`src/axi_pkg.sv`:
```
package axi_pkg;

    // fixed burst settings for the instruction refill.
    localparam logic [1:0] burst_incr      = 2'b01;
    localparam logic [2:0] size_word       = 3'b010;  // four bytes per beat.
    localparam int         beats_per_block = 4;
    localparam logic [3:0] fetch_id        = 4'd0;

    // read address channel, driven by the master.
    typedef struct packed {
        logic        valid;
        logic [31:0] addr;
        logic [3:0]  id;
        logic [7:0]  len;
        logic [2:0]  size;
        logic [1:0]  burst;
    } axi_ar_t;

    // read data channel, driven by the slave.
    typedef struct packed {
        logic        valid;
        logic [31:0] data;
        logic [1:0]  resp;
        logic        last;
        logic [3:0]  id;
    } axi_r_t;

endpackage

```
`src/core_pkg.sv`:
```
package core_pkg;

    localparam int addr_width   = 32;
    localparam int block_bytes  = 16;
    localparam int cache_blocks = 2;

    // derived cache geometry.
    localparam int block_words = block_bytes / 4;
    localparam int word_bits   = $clog2(block_words);
    localparam int offset_bits = $clog2(block_bytes);
    localparam int index_bits  = $clog2(cache_blocks);
    localparam int tag_bits    = addr_width - offset_bits - index_bits;

    localparam logic [addr_width-1:0] reset_pc = 32'h3000_0000;

    // rv32i major opcodes.
    localparam logic [6:0] opc_reg    = 7'b0110011;
    localparam logic [6:0] opc_imm    = 7'b0010011;
    localparam logic [6:0] opc_load   = 7'b0000011;
    localparam logic [6:0] opc_store  = 7'b0100011;
    localparam logic [6:0] opc_branch = 7'b1100011;
    localparam logic [6:0] opc_lui    = 7'b0110111;
    localparam logic [6:0] opc_auipc  = 7'b0010111;
    localparam logic [6:0] opc_jal    = 7'b1101111;
    localparam logic [6:0] opc_jalr   = 7'b1100111;
    localparam logic [6:0] opc_system = 7'b1110011;

    typedef struct packed {
        logic [6:0] funct7;
        logic [4:0] rs2;
        logic [4:0] rs1;
        logic [2:0] funct3;
        logic [4:0] rd;
        logic [6:0] opcode;
    } r_fmt_t;

    typedef struct packed {
        logic [11:0] imm;
        logic [4:0]  rs1;
        logic [2:0]  funct3;
        logic [4:0]  rd;
        logic [6:0]  opcode;
    } i_fmt_t;

    typedef struct packed {
        logic [6:0] imm_hi;
        logic [4:0] rs2;
        logic [4:0] rs1;
        logic [2:0] funct3;
        logic [4:0] imm_lo;
        logic [6:0] opcode;
    } s_fmt_t;

    typedef struct packed {
        logic [19:0] imm;
        logic [4:0]  rd;
        logic [6:0]  opcode;
    } u_fmt_t;

    // one instruction word seen through each encoding format.
    typedef union packed {
        r_fmt_t r_fmt;
        i_fmt_t i_fmt;
        s_fmt_t s_fmt;
        u_fmt_t u_fmt;
    } inst_t;

    typedef enum logic [3:0] {
        op_reg, op_imm, op_load, op_store, op_branch, op_lui,
        op_auipc, op_jal, op_jalr, op_system, op_illegal
    } op_class_e;

    typedef struct packed {
        logic                  valid;
        logic [addr_width-1:0] addr;
    } lookup_req_t;

    typedef struct packed {
        logic  valid;
        inst_t inst;
    } lookup_resp_t;

    typedef struct packed {
        logic [addr_width-1:0] pc;
        inst_t                 inst;
    } fetch_packet_t;

    typedef struct packed {
        logic [addr_width-1:0] pc;
        op_class_e             op_class;
        logic [4:0]            rd;
        logic [4:0]            rs1;
        logic [4:0]            rs2;
        logic [2:0]            funct3;
        logic [31:0]           imm;
    } decoded_t;

endpackage

```
`src/fetch_unit.sv`:
```
`timescale 1ns/1ps

module fetch_unit (
    input  logic                            clock,
    input  logic                            arst_n,
    input  logic                            redirect,
    input  logic [core_pkg::addr_width-1:0] redirect_pc,
    output core_pkg::lookup_req_t           req,
    input  core_pkg::lookup_resp_t          resp,
    output core_pkg::fetch_packet_t         packet,
    output logic                            packet_valid,
    input  logic                            packet_ready
);

    logic [core_pkg::addr_width-1:0] pc;  // address of the next word to deliver.
    logic                            pending;
    logic                            stale;
    logic                            slot_free;
    logic                            take_resp;

    // the output register can accept a word when empty or draining this cycle.
    assign slot_free = !packet_valid || packet_ready;

    assign req.valid = !pending && slot_free && !redirect;
    assign req.addr  = pc;

    // an answer to a lookup issued before a redirect is thrown away.
    assign take_resp = resp.valid && !stale && !redirect;

    always_ff @(posedge clock or negedge arst_n) begin
        if (!arst_n) begin
            pc           <= core_pkg::reset_pc;
            pending      <= 1'b0;
            stale        <= 1'b0;
            packet_valid <= 1'b0;
        end else begin
            if (resp.valid) begin
                pending <= 1'b0;
            end else if (req.valid) begin
                pending <= 1'b1;
            end

            if (resp.valid) begin
                stale <= 1'b0;
            end else if (redirect && pending) begin
                stale <= 1'b1;  // the refill keeps going, only the answer is lost.
            end

            if (redirect) begin
                pc <= redirect_pc;
            end else if (take_resp) begin
                pc <= pc + 32'd4;
            end

            if (redirect) begin
                packet_valid <= 1'b0;
            end else if (take_resp) begin
                packet_valid <= 1'b1;
            end else if (packet_ready) begin
                packet_valid <= 1'b0;
            end
        end
    end

    always_ff @(posedge clock) begin
        if (take_resp) begin
            packet.pc   <= pc;
            packet.inst <= resp.inst;
        end
    end

endmodule

```
`src/icache.sv`:
```
`timescale 1ns/1ps

module icache (
    input  logic                   clock,
    input  logic                   arst_n,
    input  core_pkg::lookup_req_t  req,
    output core_pkg::lookup_resp_t resp,
    output axi_pkg::axi_ar_t       ar,
    input  logic                   arready,
    input  axi_pkg::axi_r_t        r,
    output logic                   rready
);

    typedef enum logic [1:0] {
        st_idle,
        st_addr,
        st_data
    } state_e;

    state_e                          state;
    logic                            lk_valid;
    logic [core_pkg::addr_width-1:0] lk_addr;
    logic [core_pkg::index_bits-1:0] lk_index;
    logic [core_pkg::word_bits-1:0]  lk_word;
    logic [core_pkg::tag_bits-1:0]   lk_tag;
    logic [core_pkg::word_bits-1:0]  beat;
    logic                            hit;

    logic [core_pkg::cache_blocks-1:0] block_valid;
    logic [core_pkg::tag_bits-1:0]     tags [core_pkg::cache_blocks];
    logic [31:0]                       data [core_pkg::cache_blocks][core_pkg::block_words];

    // split the held lookup address into tag, index and word select.
    assign lk_index = lk_addr[core_pkg::offset_bits +: core_pkg::index_bits];
    assign lk_word  = lk_addr[2 +: core_pkg::word_bits];
    assign lk_tag   = lk_addr[core_pkg::addr_width-1 -: core_pkg::tag_bits];

    assign hit = block_valid[lk_index] && (tags[lk_index] == lk_tag);

    assign resp.valid = lk_valid && hit;
    assign resp.inst  = data[lk_index][lk_word];

    always_comb begin
        ar.valid = (state == st_addr);
        ar.addr  = {lk_addr[core_pkg::addr_width-1:core_pkg::offset_bits],
                    {core_pkg::offset_bits{1'b0}}};  // whole aligned block.
        ar.id    = axi_pkg::fetch_id;
        ar.len   = 8'(axi_pkg::beats_per_block - 1);
        ar.size  = axi_pkg::size_word;
        ar.burst = axi_pkg::burst_incr;
    end

    assign rready = (state == st_data);

    always_ff @(posedge clock) begin
        if (req.valid) begin
            lk_addr <= req.addr;
        end
    end

    always_ff @(posedge clock or negedge arst_n) begin
        if (!arst_n) begin
            state       <= st_idle;
            lk_valid    <= 1'b0;
            block_valid <= '0;
            beat        <= '0;
        end else begin
            lk_valid <= req.valid;
            case (state)
                st_idle: begin
                    if (lk_valid && !hit) begin
                        block_valid[lk_index] <= 1'b0;
                        state                 <= st_addr;
                    end
                end
                st_addr: begin
                    if (arready) begin
                        beat  <= '0;
                        state <= st_data;
                    end
                end
                st_data: begin
                    if (r.valid) begin
                        beat <= beat + 1'b1;
                        if (r.last) begin
                            block_valid[lk_index] <= 1'b1;
                            // look the same address up again, which now hits.
                            lk_valid              <= 1'b1;
                            state                 <= st_idle;
                        end
                    end
                end
                default: state <= st_idle;
            endcase
        end
    end

    // beats land in block order, the tag goes in with the last one.
    always_ff @(posedge clock) begin
        if (state == st_data && r.valid) begin
            data[lk_index][beat] <= r.data;
            if (r.last) begin
                tags[lk_index] <= lk_tag;
            end
        end
    end

endmodule

```
`src/inst_decoder.sv`:
```
`timescale 1ns/1ps

module inst_decoder (
    input  core_pkg::fetch_packet_t packet,
    output core_pkg::decoded_t      decoded
);

    core_pkg::inst_t  inst;
    core_pkg::i_fmt_t i_view;
    core_pkg::s_fmt_t s_view;
    core_pkg::u_fmt_t u_view;

    assign inst   = packet.inst;
    assign i_view = inst.i_fmt;
    assign s_view = inst.s_fmt;
    assign u_view = inst.u_fmt;

    always_comb begin
        decoded.pc       = packet.pc;
        decoded.rd       = inst.r_fmt.rd;  // register fields sit in the same place always.
        decoded.rs1      = inst.r_fmt.rs1;
        decoded.rs2      = inst.r_fmt.rs2;
        decoded.funct3   = inst.r_fmt.funct3;
        decoded.op_class = core_pkg::op_illegal;
        decoded.imm      = '0;

        case (inst.r_fmt.opcode)
            core_pkg::opc_reg: begin
                decoded.op_class = core_pkg::op_reg;
            end
            core_pkg::opc_imm, core_pkg::opc_load, core_pkg::opc_jalr, core_pkg::opc_system: begin
                case (inst.r_fmt.opcode)
                    core_pkg::opc_imm:  decoded.op_class = core_pkg::op_imm;
                    core_pkg::opc_load: decoded.op_class = core_pkg::op_load;
                    core_pkg::opc_jalr: decoded.op_class = core_pkg::op_jalr;
                    default:            decoded.op_class = core_pkg::op_system;
                endcase
                decoded.imm = {{20{i_view.imm[11]}}, i_view.imm};
            end
            core_pkg::opc_store: begin
                decoded.op_class = core_pkg::op_store;
                decoded.imm      = {{20{s_view.imm_hi[6]}}, s_view.imm_hi, s_view.imm_lo};
            end
            core_pkg::opc_branch: begin
                decoded.op_class = core_pkg::op_branch;
                // b-type scatters the offset over the two s-type immediate fields.
                decoded.imm      = {{20{s_view.imm_hi[6]}}, s_view.imm_lo[0],
                                    s_view.imm_hi[5:0], s_view.imm_lo[4:1], 1'b0};
            end
            core_pkg::opc_lui, core_pkg::opc_auipc: begin
                decoded.op_class = (inst.r_fmt.opcode == core_pkg::opc_lui) ?
                                   core_pkg::op_lui : core_pkg::op_auipc;
                decoded.imm      = {u_view.imm, 12'b0};
            end
            core_pkg::opc_jal: begin
                decoded.op_class = core_pkg::op_jal;
                decoded.imm      = {{12{u_view.imm[19]}}, u_view.imm[7:0], u_view.imm[8],
                                    u_view.imm[18:9], 1'b0};
            end
            default: begin
                decoded.op_class = core_pkg::op_illegal;
            end
        endcase
    end

endmodule

```
`src/fetch_core.sv`:
```
`timescale 1ns/1ps

module fetch_core (
    input  logic                            clock,
    input  logic                            arst_n,
    output axi_pkg::axi_ar_t                ar,
    input  logic                            arready,
    input  axi_pkg::axi_r_t                 r,
    output logic                            rready,
    input  logic                            redirect,
    input  logic [core_pkg::addr_width-1:0] redirect_pc,
    output core_pkg::decoded_t              out,
    output logic                            out_valid,
    input  logic                            out_ready
);

    core_pkg::lookup_req_t   req;
    core_pkg::lookup_resp_t  resp;
    core_pkg::fetch_packet_t packet;

    fetch_unit fetch_unit_i (
        .clock        (clock      ),
        .arst_n       (arst_n     ),
        .redirect     (redirect   ),
        .redirect_pc  (redirect_pc),
        .req          (req        ),
        .resp         (resp       ),
        .packet       (packet     ),
        .packet_valid (out_valid  ),
        .packet_ready (out_ready  )
    );

    icache icache_i (
        .clock   (clock  ),
        .arst_n  (arst_n ),
        .req     (req    ),
        .resp    (resp   ),
        .ar      (ar     ),
        .arready (arready),
        .r       (r      ),
        .rready  (rready )
    );

    // decode straight off the fetch output register.
    inst_decoder inst_decoder_i (
        .packet  (packet),
        .decoded (out   )
    );

endmodule

```
`config.mk`:
```
export PLATFORM = sky130hd
export DESIGN_NAME = fetch_core
export DESIGN_NICKNAME = d
export VERILOG_FILES = /design/src/axi_pkg.sv /design/src/core_pkg.sv /design/src/fetch_unit.sv /design/src/icache.sv /design/src/inst_decoder.sv /design/src/fetch_core.sv
export SDC_FILE = /design/constraint.sdc
export NUM_CORES = 1
export LEC_CHECK = 0
export BUFFER_PORTS_ARGS = -buffer_cell sky130_fd_sc_hd__buf_2
export CORE_MARGIN = 8
export CORE_UTILIZATION = 51
export DETAILED_ROUTE_END_ITERATION = 8
export PLACE_DENSITY_LB_ADDON = 0.15
export SYNTH_ARGS = -nofsm -noshare
export SYNTH_HDL_FRONTEND = slang
export SYNTH_HIERARCHICAL = 1
export SYNTH_SLANG_ARGS = --single-unit
```
`constraint.sdc`:
```
create_clock -name clock -period 7 [get_ports clock]
set_input_delay 1.05 -clock clock [delete_from_list [all_inputs] [get_ports clock]]
set_output_delay 1.05 -clock clock [all_outputs]
set_load 0.005 [all_outputs]
```
==> metrics.md <==
| Metric | Value |
|---|---|
| Status | completed |
| Clock-pin slew on the worst setup and hold paths | 0.06 ns |
| Final net count | 1250 |
| Mean post-synth cell area | 17.72 sq um |
| Type of the worst setup path | reg -> reg |
| Pwr per Cell Area | 268.5 mW/mm^2 |
| CP Launch Type | flop |
| Slew headroom | 0.2296 |
| Synthesis Warnings | 6 |
| Htree depth | 2 |
| Leak | 7.368 nW |
| Post-synth EDFFs | 404 |
| Port buffer count | between 150 and 200 |
| Max Clock Skew | 0.01514 ns |
| # resized after CTS | 0 |
| Worst Setup End Kind | flop |
| Hold-fix buffers at CTS | 0 |
| Sequential element share of the synthesized area | 0.7126 |
| Worst path required time | slightly above 7 ns |
| Tcrit/Tclk final | 0.6089 |
| # placed instances | 1590 |
| Post-route core utilization | 0.5710 |
| FF+latch count, synth | 447 |
| Rows | 70 |
| Num CTS Buffers | between 40 and 50 |
| Setup tns final | 0 ns |
| Synth Instances | 1046 |
| Final Setup Violations | 0 |
| Gr ovfl total | 0 |
| Initial antenna violation count | 6 |
| # clock sinks | approximately 450 |
| Skew-Pair Late Insertion Delay | 0.56 ns |
| Post-synth ARST share | 0.09396 |
| Most frequent cells in the layout | edfxtp_1, buf_2, mux4_2 |
| Arrival @ worst endpoint | 4.43 ns |
| Total Routed Length | between 30000 and 40000 microns |
| DRC errors left | 0 |
| Worst setup margin | 2.738 ns |
| Via count | 9248 |
| Wirelength per Cell | around 24 microns |
| Detail Placement HPWL | 23910 microns |
| Final Hold Viols | 0 |
| GPL Wtd Cong | 0.8054 |
| Core Region | about 0.036 sq mm |
| Ys flop type | edfxtp_1 |
| Max incr delay on CP | 0.91 ns |
| Initial DRC Count | 455 |
| Non-Filler Instances | 1665 |
| Worst-margin pin slew | 1.156 ns |
| Max Fclk | 234.6 MHz |
| Layout overhead on the synthesized area | 11.46% |
| Final Hold Slack | 0.4494 ns |
| Clk root buf | clkbuf_16 |
| Die Span Y | 206.6 microns |
| Maximum VDD drop | roughly 190 uV |
| Post-route ant nets | 0 |
| Initial Utilization | 0.5123 |
| Final design area excluding fillers | 0.02065 sq mm |
| Commonest non-fill, non-tap cell in the layout | edfxtp_1 |
| Vias in the first global route | 9466 |
| Crit path max-delay cell type | and2_4 |
| Die width | 206.6 microns |
| Power Total | 5.545 mW |
| TritonCTS clock tree | done |
| Post-route minimum period | between 4 and 5 ns |
| Post-CTS setup buffer count | 0 |
| # Max-Cap Violations | 0 |
| Worst slack at placement | 2.652 ns |
| Max Buffers Root-to-Sink | 3 |
| First-pass GRT wire length | between 50000 and 60000 microns |
| Cell-by-cell trace of the critical path | mux2i_1 > xnor2_1 > nor4_1 > nand4_1 > nor4_2 > and2_1 > nor2b_1 > and2_4 |
| Crit Path Max Fanout | 64 |
| GRT Total Usage | 0.1840 |
| Largest net degree at the start of global routing | 65 |
| First-pass iteration count of the detailed router | 7 |
| # IOs | 215 |
| Unrepaired setup endpoints after global routing | false |
| Synth unique cells | between 60 and 70 |
| Layout cells sized above 1 | 0.3328 |
| Vias per cell | about 5.6 |
| Synthesized cell area | between 0.015 and 0.02 sq mm |
| Tightest Hold Check Type | reg -> reg |
| Placed standard-cell area | 0.01920 sq mm |
| Slew Limit Fails | 0 |
| Die area | 0.04269 sq mm |
-- synthesized netlist by cell type (12+ instances only) --
cell type / count / area, sq um
mux2i_1: 29 / 290.3
xnor2_1: 31 / 271.5
mux2_2: 36 / 405.4
nand2_1: 55 / 206.5
edfxtp_1: 404 / 12130
nand3_1: 12 / 60.06
a21o_1: 19 / 142.6
dfrtp_1: 40 / 1001
mux4_2: 64 / 1441
xor2_1: 25 / 219.0
and3_1: 12 / 75.07
o21ai_0: 23 / 115.1
nor2_1: 21 / 78.83
buf_4: 108 / 810.8
clkbuf_1: 15 / 56.30
-- cell families (layout without fill, tap and decap cells) --
kind of cell | count (synthesis) | in the layout | synth area share
AOI/OAI and AO/OA | 82 | 82 | 0.03012
xor gates and xnor gates | 56 | 56 | 0.02647
adders and majority gates | 5 | 5 | 0.003376
buffers and inverters | 145 | 276 | 0.05577
DFF | 447 | 447 | 0.7126
muxes | 130 | 130 | 0.1161
other | 2 | 22 | 0.0004053
and+or+nand+nor | 179 | 179 | 0.05510
-- final timing paths --
check	cells after the start	slack, ns	start	endpoint
worst max-delay path	8	2.74	flop	fetch_unit_i/packet[7]
worst min-delay path	0	0.45	fetch_unit_i/pc[0]	fetch_unit_i/packet[32]
worst max register to register	8	2.74	flop	fetch_unit_i/packet[7]
worst min register to register	0	0.45	fetch_unit_i/pc[0]	fetch_unit_i/packet[32]
max in group asynchronous	1	5.70	arst_n	fetch_unit_i/pc[30]
min in group asynchronous	1	0.67	arst_n	fetch_unit_i/pc[20]
-- worst max-delay path, delay by kind of cell (launching register included) --
kind | cells | cell delay [ns]
and+or+nand+nor | 6 | 2.79
muxes | 1 | 0.27
DFF | 1 | 0.67
xor gates and xnor gates | 1 | 0.09
-- metal layers --
layer	share of wire	GRT usage	routed length (microns)	vias to the layer above
li1	-	-	-	4175
met1	0.46	0.2622	17950	4795
met2	0.47	0.2849	18350	208
met3	0.051	0.03948	2001	60
met4	0.023	0.05166	884	10
met5	0.0017	0	65	-
-- area by class of cell --
| class | instances | area [sq um] |
|---|---|---|
| Multi-Input combinational cell | 473 | 4385 |
| Fill cell | 2777 | 15520 |
| Clock inverter | 14 | 185.2 |
| Timing Repair Buffer | 195 | 996.0 |
| Inverter | 7 | 26.28 |
| Clock buffer | 60 | 1264 |
| Antenna cell | 1 | 2.502 |
| Tap cell | 468 | 585.6 |
| Sequential cell | 447 | 13210 |
-- power by group --
group          switching, mW  internal, mW  leakage (nW)
registers             0.0509          2.97          4.15
clock network          0.956          1.41         0.700
logic                  0.100        0.0650          2.52
-- state kept, by name, summed over array words and instances (netlist names), named ones only --
register and cells:
icache_i/data 256, fetch_unit_i/packet 64, icache_i/tags 54, fetch_unit_i/pc 32
icache_i/lk_addr 30, icache_i/beat 2, icache_i/state 2, fetch_unit_i/packet_valid 1
fetch_unit_i/pending 1, fetch_unit_i/stale 1, icache_i/lk_valid 1
Note: power is estimated with default switching activity, not from simulation.
